[config.mk]
export PLATFORM = sky130hd
export DESIGN_NAME = sram_port_ctrl
export DESIGN_NICKNAME = d
export VERILOG_FILES = /design/src/sram_pkg.sv /design/src/sram_port_ctrl.sv
export SDC_FILE = /design/constraint.sdc
export NUM_CORES = 1
export LEC_CHECK = 0
export CAP_MARGIN = 0
export CORE_AREA = 2 2 100 102
export CTS_BUF_LIST = sky130_fd_sc_hd__clkbuf_4 sky130_fd_sc_hd__clkbuf_8 sky130_fd_sc_hd__clkbuf_16
export CTS_CLUSTER_SIZE = 14
export DETAILED_ROUTE_END_ITERATION = 12
export DIE_AREA = 0 0 102 104
export DONT_BUFFER_PORTS = 1
export SYNTH_ARGS = -nofsm -noshare
export SYNTH_HDL_FRONTEND = slang
export SYNTH_SLANG_ARGS = --single-unit
[constraint.sdc]
create_clock -name clk_i -period 1.3 [get_ports clk_i]
set_clock_uncertainty 0.2 [all_clocks]
set_input_delay 0.26 -clock clk_i [delete_from_list [all_inputs] [get_ports clk_i]]
set_output_delay 0.26 -clock clk_i [all_outputs]
set_load 0.05 [all_outputs]
[src/sram_pkg.sv]
`default_nettype none

package sram_pkg;

  // Memory geometry as seen at the top level
  localparam int unsigned NUM_WORDS  = 1024;
  localparam int unsigned DATA_WIDTH = 32;
  localparam int unsigned BYTE_WIDTH = 8;
  localparam int unsigned NUM_BYTES  = DATA_WIDTH / BYTE_WIDTH;
  localparam int unsigned ADDR_WIDTH = $clog2(NUM_WORDS);

  // Tile geometry, one block RAM sized slice of the word and of the depth
  localparam int unsigned TILE_WIDTH = 16;
  localparam int unsigned TILE_BYTES = TILE_WIDTH / BYTE_WIDTH;
  localparam int unsigned TILE_DEPTH = 256;
  localparam int unsigned ROW_WIDTH  = $clog2(TILE_DEPTH);

  // Tiles side by side across the word, and stacked in depth
  localparam int unsigned NUM_SLICES = DATA_WIDTH / TILE_WIDTH;
  localparam int unsigned NUM_BANKS  = NUM_WORDS / TILE_DEPTH;

  // Independent request ports
  localparam int unsigned NUM_PORTS  = 2;

  // Word address, upper bits pick the bank, lower bits the tile row
  typedef logic [ADDR_WIDTH-1:0] sram_addr_t;
  typedef logic [ROW_WIDTH-1:0] sram_row_t;
  typedef logic [$clog2(NUM_BANKS)-1:0] sram_bank_t;

  // One enable per data byte
  typedef logic [NUM_BYTES-1:0] sram_be_t;

  // Data word, used whole on the ports and as bytes when slicing into tiles
  typedef union packed {
    logic [DATA_WIDTH-1:0] word;
    logic [NUM_BYTES-1:0][BYTE_WIDTH-1:0] bytes;
  } sram_word_u;

endpackage

`default_nettype wire

[src/sram_port_ctrl.sv]
`timescale 1ns/1ps
`default_nettype none

// Front end of one port
// Decodes the bank, tracks the read in flight and holds the result
module sram_port_ctrl
  import sram_pkg::*;
(
  input  wire logic                        clk_i,
  input  wire logic                        rst_ni,
  // Request from outside, accepted whenever req_i is high
  input  wire logic                        req_i,
  input  wire logic                        we_i,
  input  wire sram_addr_t                  addr_i,
  input  wire sram_word_u                  wdata_i,
  input  wire sram_be_t                    be_i,
  // Towards the tile array
  output logic       [NUM_BANKS-1:0]       bank_en_o,
  output logic                             we_o,
  output sram_row_t                        row_o,
  output sram_word_u                       wdata_o,
  output sram_be_t                         be_o,
  input  wire sram_word_u [NUM_BANKS-1:0]  bank_rdata_i,
  // Held read result
  output sram_word_u                       rdata_o
);

  // Address split, bank on top
  sram_bank_t bank;
  logic       rd_req;

  // Read in flight, registered with the accepting edge
  logic       rd_valid_q;
  sram_bank_t rd_bank_q;

  // Output word, only replaced by a new read result
  sram_word_u rdata_q;

  assign bank   = addr_i[ADDR_WIDTH-1 -: $bits(sram_bank_t)];
  assign rd_req = req_i & ~we_i;

  // One hot bank select, nothing enabled without a request
  always_comb begin
    bank_en_o       = '0;
    bank_en_o[bank] = req_i;
  end

  // Row inside the bank and write payload
  assign row_o   = addr_i[ROW_WIDTH-1:0];
  assign we_o    = req_i & we_i;
  assign wdata_o = wdata_i;
  assign be_o    = be_i;

  // Remember which bank answers the read
  always_ff @(posedge clk_i or negedge rst_ni) begin
    if (!rst_ni) begin
      rd_valid_q <= 1'b0;
      rd_bank_q  <= '0;
    end else begin
      rd_valid_q <= rd_req;
      // Bank only moves on a read so it stays stable otherwise
      if (rd_req) begin
        rd_bank_q <= bank;
      end
    end
  end

  // Tile data is valid one edge after the read was accepted
  always_ff @(posedge clk_i or negedge rst_ni) begin
    if (!rst_ni) begin
      rdata_q <= '0;
    end else if (rd_valid_q) begin
      rdata_q <= bank_rdata_i[rd_bank_q];
    end
  end

  assign rdata_o = rdata_q;

endmodule

`default_nettype wire

* After elaboration in Yosys (flattened, before gate mapping)
Index checks and enable logic that the tools add are counted.
** Storage, ports and cells
- Output and inout bits :: 81
- Memory bits (writable) :: 0
- ROM bits :: 0
- Memories :: 0
- Register bits :: 35
- Bits in latches :: 0
- Logic and storage cells :: 15
** Operators by class
- Divide/modulo/power cells :: 0
- Shift operators :: 0
- Reductions and logical operators :: 1
- Muxes and demuxes :: 4
- Add/subtract/negate cells :: 0
- Order comparisons :: 3
- Bitwise logic cells :: 4
- $mul :: 0
- Equality and inequality tests :: 0
** Operators by type and width (number)
- $bmux W32 S2 :: 1
- $mux W32 :: 1
- $lt A2 B3 Y1 const B :: 2
- $and A4 B4 Y4 :: 1
- $and A1 B1 Y1 :: 2
- $demux W1 S2 :: 1
- $ge A2 B1 Y1 const B :: 1
- $logic_and A1 B1 Y1 :: 1
- $mux W1 :: 1
- $not A1 Y1 :: 1

* Depth between registers and ports, before layout
Gate-level depths: netlist of run 1.
- Depth after elaboration :: 5
- Gate-level depth with buffers :: 4
- Mapped depth without buffers :: 2

* Worst setup path before layout of run 1
OpenSTA, ideal clock, no wires.
- Path kind :: in2out
- From :: input port addr_i[8]
- To :: output port bank_en_o[0]
- Path slack :: -0.578 ns
- Arrival time :: 1.418 ns
- Stages :: 1
- Required time :: 0.840 ns
- Cells stage by stage :: nor3b_1
** Between the ends
- Word-level cells in the longest chain between the ends :: 5
- Elaborated cells between the ends (all ways) :: 6
- Classes of those cells :: order compare: 2; mux: 2; bitwise: 1; reduce/logical: 1
** RTL lines
- start: declaration :: RTL line sram_port_ctrl.sv:14 : input wire sram_addr_t addr_i,
- $lt A2 B3 Y1 (not written as such) or $ge A2 B1 Y1 (tied branches) :: RTL line sram_port_ctrl.sv:45 : bank_en_o[bank] = req_i;
- $logic_and A1 B1 Y1 (not written as such) :: RTL line sram_port_ctrl.sv:45
- $mux W1 (not written as such) :: RTL line sram_port_ctrl.sv:45
- $demux W1 S2 * :: RTL line sram_port_ctrl.sv:45
- $and A4 B4 Y4 (no line) *
- end: declaration :: RTL line sram_port_ctrl.sv:18 : output logic [NUM_BANKS-1:0] bank_en_o,
Every way passes the cells marked *; elsewhere a longest branch is shown, timed or not.

* Worst setup path in the final report of run 1
- From :: register rd_bank_q[0]
- To :: register rdata_q, in the netlist rdata_o[11]
** Between the ends
- Word-level cells in the longest chain between the ends :: 2
** RTL lines
- start: declaration :: RTL line sram_port_ctrl.sv:34 : sram_bank_t rd_bank_q;
- start signal: assignment :: RTL line sram_port_ctrl.sv:63 : rd_bank_q <= bank;
- $bmux W32 S2 :: RTL line sram_port_ctrl.sv:73 : rdata_q <= bank_rdata_i[rd_bank_q];
- $mux W32 (not written as such) :: RTL line sram_port_ctrl.sv:73
- end signal: assignment :: RTL line sram_port_ctrl.sv:73
- end: declaration :: RTL line sram_port_ctrl.sv:37 : sram_word_u rdata_q;
No other way between the ends. The select of a mux whose other input is x is not followed.
A chain may end at the register's enable or synchronous reset.

==> results.toml, run 1 <==
[outcome]
status = "complete, but fails checks"
violations = "hold timing, setup timing"

[route]
drt_iter0_markers = 49
drt.antenna.violating_nets = 0
viasPerCell = 4.835
vias = 1813
post-route-drc-count = 0
drtPass1Iterations = 4
routed_wl_um = 6586
routedWlPerCell_um = 17.56

[placement]
gp_congestion = 0.7026
dp.cells = 354
portBuffers = 0
place_hpwl_um = 5055

[worst_setup_path]
start_kind = "flop"
cp-end-kind = "flop"
cp-startpoint = "rd_bank_q[0]$_DFFE_PN0P_"
regToRegSetupSlack_ns = -0.1
cp.arrival_ns = 1.35
r2r-start = "rd_bank_q[0]$_DFFE_PN0P_"
reg2reg_depth = 3
r2r_end = "rdata_o[11]$_DFFE_PN0P_"
crit_fanout = 18
worstPathRequired_ns = 1.25
path_class = "flop to flop"

[logic_synthesis]
synth_nets = 412
synth_cell_types = 19
synth_ff_type = "dfrtp_1"
synth_edf_count = 0
avgSynthCellArea_um2 = 10.91
synth_warnings = 0
async_flop_share = 1.000
synth_area_um2 = 2554
synth_seq_cells = 35
synth_sequential_area_ratio = 0.3430
synthCells = 234

[die]
num_io_pins = 259
die_h_um = 104
dieArea_um2 = 10610
rows = 36
core_area_um2 = 9549
initial_core_util = 0.2674
die_x_um = 102

[cts]
htreeDepth = 2
cts-buffers-inserted = 5
numClockSinks = 35
cts-root-buf = "clkbuf_8"
clockBufferDepth = 2
clk_latency_ns = 0.28
cts_tree = "built"
cts.clk_slew.worst_paths_ns = 0.07

[timing]
rsz0062_at_grt = "yes"
period_minus_slack_ns = 1.395
hold_violations = 35
timing.final.ws_setup_ns = -0.09511
fmax_mhz = 716.8
worst_slew_pin_slew_ns = 0.1997
setup_violations = 65
finalHoldWorstSlack_ns = -0.5334
slew_viol_final = 0
tns_ns = -2.427
slew_headroom = 0.8631
period_share = 1.073

[finish]
diodes = 0
fin_nets = 419
final_cell_mix = "62 x mux2i_1, 39 x buf_12, 34 x dfrtp_1"
fillers = 974
fin_cells = 375
area_growth_pct = 30.82
final_common_cell = "mux2i_1"
layout-drive-gt1-share = 0.2810

[global_routing]
grt_max_degree = 36
grt_usage = 0.1158
grt_pass1_wl_um = 9611
antenna_found_initial = 0
grt_pass1_vias = 1827
grt_overflow = 0

[power_and_ir_drop]
ir_worst_vdd_mv = 0.5719
clkPwrFrac = 0.173
intPower_uw = 3217
seqPwrFrac = 0.304
comb_power_share = 0.523
p_per_area_nw_per_um2 = 1563
switchingPower_uw = 2005
p_leak_uw = 0.001487
switching_share = 0.3839

[job]
drv_cap = 0

[worst_hold_path]
hold_path.class = "primary input to asynchronous set/reset pin"
[final cells by class]
| class | count | area [um^2] | share of cell area |
|---|---|---|---|
| tap | 133 | 166.4 | 0.04981 |
| sequential | 35 | 879.6 | 0.2633 |
| multi-input combinational | 139 | 1227 | 0.3674 |
| clock buffer | 8 | 103.9 | 0.03109 |
| timing repair buffer | 60 | 963.4 | 0.2884 |
[logic make-up after synthesis]
kind of cell,synth area share
AO/OA/AOI/OAI,0.1098
buffers and inverters,0.1881
AND/OR/NAND/NOR,0.09947
multiplexers,0.2597
flip-flops,0.3430
[sequential cells by signal, indices dropped and copies added (netlist names)]
register,flops
rdata_o,32
rd_bank_q,2
rd_valid_q,1
[per-stage QoR]
stage                     instance area (um^2)    util  setup slack [ns]  hold slack, ns  power [uW]
final                                     3341  0.3498          -0.09511         -0.5334        5222
after global placement                    3092  0.3238           -0.2262         -0.2342        4227
after global routing                      3341  0.3498           -0.1652         -0.5602        5476
after detailed placement                  3092  0.3238           -0.2284         -0.2342        4266
after CTS                                 3271  0.3425           -0.1196         -0.5524        5257
after floorplan                           2561       -          -0.08602         -0.2356        3411
[worst max path at each step]
stage | endpoint | slack [ns] | cells past startpoint
after floorplan | bank_en_o[0] | -0.09 | 1
after global placement | rdata_o[17]$_DFFE_PN0P_ | -0.23 | 3
after detailed placement | rdata_o[17]$_DFFE_PN0P_ | -0.23 | 3
after CTS | rdata_o[17]$_DFFE_PN0P_ | -0.12 | 3
after global routing | rdata_o[21]$_DFFE_PN0P_ | -0.17 | 3
final | rdata_o[11]$_DFFE_PN0P_ | -0.1 | 3
[cells in the mapped netlist, drive strengths merged (2+ instances only)]
cell type,n,area share
mux2i,64,0.25
buf,54,0.18
nand2b,33,0.081
clkbuf,6,0.0088
o221ai,32,0.11
dfrtp,35,0.34
nand2,2,0.0029
mux2,2,0.0088
[per-layer routing]
| metal | global-route usage | part of all wire | vias to the layer above |
|---|---|---|---|
| li1 | - | - | 830 |
| met5 | 0 | 0 | - |
| met4 | 0.03429 | 0.012 | 0 |
| met1 | 0.1358 | 0.36 | 871 |
| met3 | 0.03562 | 0.092 | 14 |
| met2 | 0.2002 | 0.53 | 98 |
[repair_timing]
action,in CTS,in global routing
endpoints found under the hold margin,39,37
endpoints found under the setup margin,65,65
resized for setup,4,2
pin swaps,1,0
hold buffers,4,3
buffers inserted,2,4
[critical path: stages (launching register included)]
cell and delay, ns:
dfrtp_4 0.48, buf_8 0.22, mux2i_1 0.24, o221ai_1 0.13
[power groups by stage]
stage | clock [uW] | sequential [uW] | combinational (uW)
2_1_floorplan | 0 | 2270 | 1140
3_3_place_gp | 0 | 1600 | 2630
3_5_place_dp | 0 | 1610 | 2650
4_1_cts | 963 | 1590 | 2700
5_1_grt | 1010 | 1620 | 2850
6_report | 904 | 1590 | 2730
No activity file was read; power rests on OpenSTA's default activity.
==> run 2: changes to the inputs <==
- PLACE_DENSITY: default -> 0.51
==> results.toml, run 2 (synthesis gave the netlist of run 1 again) <==
[outcome]
status = "complete, but fails checks"
violations = "hold timing, setup timing"

[worst_setup_path]
crit_family = "flip-flops"
start_kind = "flop"
crit_buf_inv = 2
path_cells = "buf_6 -> clkbuf_16 -> mux2i_2 -> o221ai_1"
worstPathRequired_ns = 1.26
crit_fanout = 8
cp.arrival_ns = 1.42
cp-end-kind = "flop"
path_class = "flop to flop"
cp_slowest_cell = "dfrtp_4"
worst_path_largest_cell_delay_ns = 0.49

[global_routing]
grt_pass1_wl_um = 9984
antenna_found_initial = 0
grt_usage = 0.1207
grt_pass1_vias = 1987
grt_max_degree = 36
grt_overflow = 0

[placement]
dpl-instance-area_um2 = 3077
portBuffers = 0
gp_congestion = 0.6983
place_hpwl_um = 5005

[route]
drt.antenna.violating_nets = 0
drt_iter0_markers = 25
post-route-drc-count = 0
viasPerCell = 4.948
routed_wl_um = 7926
routedWlPerCell_um = 19.82
vias = 1979
drtPass1Iterations = 4

[cts]
cts-root-buf = "clkbuf_8"
cts_tree = "built"
clk_latency_ns = 0.28
clockBufferDepth = 2
cts-buffers-inserted = 5
cts.clk_slew.worst_paths_ns = 0.08
htreeDepth = 2
numClockSinks = 35

[job]
drv_cap = 0

[timing]
period_minus_slack_ns = 1.458
finalHoldWorstSlack_ns = -0.5422
hold_violations = 38
fmax_mhz = 685.9
timing.final.ws_setup_ns = -0.1579
setup_violations = 64
slew_viol_final = 0
period_share = 1.121
rsz0062_at_grt = "yes"
worst_slew_pin_slew_ns = 0.1879
slew_headroom = 0.8722

[finish]
area_growth_pct = 44.68
fin_nets = 444
final_cell_area_um2 = 3695
final_common_cell = "mux2i_1"
diodes = 0
final_cell_mix = "55 x mux2i_1, 37 x buf_12, 34 x dfrtp_1"
layout-drive-gt1-share = 0.3408
largest_reg_flops = 32

[die]
initial_core_util = 0.2674
die_x_um = 102
die_h_um = 104
num_io_pins = 259
rows = 36
core_area_um2 = 9549
dieArea_um2 = 10610

[power_and_ir_drop]
ir_worst_vdd_mv = 0.5407
p_leak_uw = 0.001634
p_per_area_nw_per_um2 = 1511

[worst_hold_path]
hold_path.class = "primary input to asynchronous set/reset pin"
[run 2: cell count changes in the layout (fill, tap and decap cells not counted)]
cell,before,now
buf_4,13,20
clkbuf_16,0,4
o221ai_1,31,30
buf_6,0,4
mux2i_1,62,55
buf_16,0,2
mux2i_2,1,7
dlygate4sd3_1,7,17
buf_12,39,37
mux2i_4,1,2
o221ai_2,1,2
[run 2: cell type report]
class | instances | area (um^2)
Clock buffer | 8 | 103.9
Fill cell | 936 | 5854
Tap cell | 133 | 166.4
Timing Repair Buffer | 85 | 1276
Multi-Input combinational cell | 139 | 1269
Sequential cell | 35 | 879.6
[run 2: power breakdown]
group / internal (uW) / switching, uW / total (uW)
combinational: 1610 / 1470 / 3080
clock: 505 / 418 / 923
sequential: 1330 / 256 / 1580
total: 3450 / 2140 / 5580
[run 2: layer usage]
layer  wire length (um)  vias up  GRT usage  share of wire
met4                177        0    0.04571          0.022
li1                   -      884          -              -
met2               4073      117     0.2176           0.51
met3                602       25    0.03226          0.076
met1               3072      953     0.1321           0.39
met5                  0        -          0              0
[run 2: path summary, 6_finish.rpt]
path / from / cells after the start / endpoint / slack, ns
min: rst_ni / 0 / rdata_o[11]$_DFFE_PN0P_ / -0.54
min reg2reg: rd_bank_q[1]$_DFFE_PN0P_ / 1 / rd_bank_q[1]$_DFFE_PN0P_ / 0.32
max in group asynchronous: rst_ni / 0 / rd_bank_q[0]$_DFFE_PN0P_ / 1.35
max: rd_bank_q[0]$_DFFE_PN0P_ / 4 / rdata_o[16]$_DFFE_PN0P_ / -0.16
min in group clk_i: bank_rdata_i[2] / 2 / rdata_o[2]$_DFFE_PN0P_ / -0.01
max reg2reg: rd_bank_q[0]$_DFFE_PN0P_ / 4 / rdata_o[16]$_DFFE_PN0P_ / -0.16
[run 2: timing repair]
action                     4_1_cts  5_1_grt
pin swaps                        0       15
setup endpoints to repair       64       64
cloned                           0        7
gates resized for setup          1       17
hold buffers                    12        5
hold endpoints to repair        42       38
buffers inserted                 6       10
[run 2: per-stage QoR]
stage	setup TNS (ns)	util	worst slack (ns)	total power, uW	std cells
final	-4.629	0.3869	-0.1579	5584	400
after global routing	-7.621	0.3869	-0.2407	5843	400
after CTS	-4.637	0.3512	-0.1489	5314	378
after detailed placement	-3.120	0.3222	-0.1473	4254	352
after global placement	-1.899	0.3222	-0.1032	4214	352
after floorplan	-0.08602	-	-0.08602	3411	234
==> run 3: changes to the inputs <==
- CORE_AREA: 2 2 100 102 -> 2 2 101 103
- DIE_AREA: 0 0 102 104 -> 0 0 103 105
- PLACE_DENSITY: 0.51 -> default
==> results.toml, run 3 (synthesis gave the netlist of run 1 again) <==
[outcome]
status = "complete, but fails checks"
violations = "setup timing"

[finish]
layout-drive-gt1-share = 0.2891
final_cell_mix = "61 x mux2i_1, 39 x buf_12, 34 x dfrtp_1"
fin_nets = 433
final_common_cell = "mux2i_1"
area_growth_pct = 35.82
fillers = 977
multi_input_area_um2 = 1220
final_cell_area_um2 = 3468
diodes = 0
largest_reg_flops = 32
regArea_um2 = 879.6

[die]
num_io_pins = 259
dieArea_um2 = 10820
die_h_um = 105
die_x_um = 103
initial_core_util = 0.2649
rows = 36
core_area_um2 = 9639

[timing]
setup_violations = 65
slew_headroom = 0.8690
finalHoldWorstSlack_ns = 0.006142
tns_ns = -3.314
worst_slew_pin_slew_ns = 0.1910
fmax_mhz = 702.0
rsz0062_at_grt = "yes"
period_minus_slack_ns = 1.424
hold_violations = 0
period_share = 1.096
slew_viol_final = 0
timing.final.ws_setup_ns = -0.1244

[worst_setup_path]
start_kind = "flop"
cp-end-kind = "flop"
worstPathRequired_ns = 1.26
crit_family = "flip-flops"
crit_fanout = 19
cp_slowest_cell = "dfrtp_4"
cp.depth = 3
path_cells = "buf_12 -> mux2i_1 -> o221ai_1"
crit_buf_inv = 1
worst_path_largest_cell_delay_ns = 0.51
regToRegSetupSlack_ns = -0.12
reg2reg_depth = 3
cp.arrival_ns = 1.38
path_class = "flop to flop"

[cts]
cts-root-buf = "clkbuf_8"
htreeDepth = 2
clk_latency_ns = 0.28
cts.clk_slew.worst_paths_ns = 0.08
cts-buffers-inserted = 5
cts_tree = "built"
numClockSinks = 35
clockBufferDepth = 2

[route]
drt.antenna.violating_nets = 0
routedWlPerCell_um = 18.77
drt_iter0_markers = 73
viasPerCell = 4.828
drtPass1Iterations = 4
routed_wl_um = 7301
vias = 1878
post-route-drc-count = 0

[global_routing]
antenna_found_initial = 0
grt_overflow = 0
grt_pass1_wl_um = 10230
grt_max_degree = 36
grt_pass1_vias = 2006
grt_usage = 0.1248

[placement]
gp_congestion = 0.7502
place_hpwl_um = 5418
place_ws_ns = -0.1228
dpl-instance-area_um2 = 3107
portBuffers = 0

[job]
drv_cap = 0

[power_and_ir_drop]
ir_worst_vdd_mv = 0.5031
p_leak_uw = 0.001551
p_per_area_nw_per_um2 = 1505

[worst_hold_path]
worstHoldPathCells = 2
hold_path.class = "primary input to flop"
run 3: final timing paths:
path	from	end
hold / removal	bank_rdata_i[33]	rdata_o[1]$_DFFE_PN0P_
setup / recovery	rd_bank_q[0]$_DFFE_PN0P_	rdata_o[5]$_DFFE_PN0P_
setup reg to reg	rd_bank_q[0]$_DFFE_PN0P_	rdata_o[5]$_DFFE_PN0P_
max in group asynchronous	rst_ni	rd_bank_q[0]$_DFFE_PN0P_
min in group asynchronous	rst_ni	rdata_o[17]$_DFFE_PN0P_
hold reg to reg	rd_bank_q[1]$_DFFE_PN0P_	rd_bank_q[1]$_DFFE_PN0P_
run 3: layout make-up:
type / count / area share
clock inverter: 3 / 0.004329
timing repair buffer: 74 / 0.3225
sequential: 35 / 0.2536
clock buffer: 5 / 0.01984
multi-input combinational: 139 / 0.3517
tap: 133 / 0.04798
run 3: power by group:
| group | switching [uW] | internal (uW) | total, uW |
|---|---|---|---|
| Clock | 425 | 367 | 793 |
| Sequential | 273 | 1330 | 1600 |
| Combinational | 1380 | 1440 | 2820 |
run 3: routing by layer:
layer,global-route usage,part of all wire
met1,0.1275,0.36
met2,0.2333,0.53
met3,0.03746,0.090
met4,0.04417,0.018
met5,0,0
run 3: timing repair:
item,CTS,global route
hold buffers,13,3
gates resized for setup,0,4
buffers inserted,4,4
setup endpoints to repair,64,65
hold endpoints to repair,44,36
cloned,0,1
run 3: through the flow:
| stage | power (uW) | util | cells |
|---|---|---|---|
| 5_1_grt | 5502 | 0.3598 | 389 |
| 4_1_cts | 5183 | 0.3476 | 381 |
| 6_report | 5218 | 0.3598 | 389 |
| 2_1_floorplan | 3411 | - | 234 |
| 3_3_place_gp | 4239 | 0.3223 | 356 |
| 3_5_place_dp | 4281 | 0.3223 | 356 |
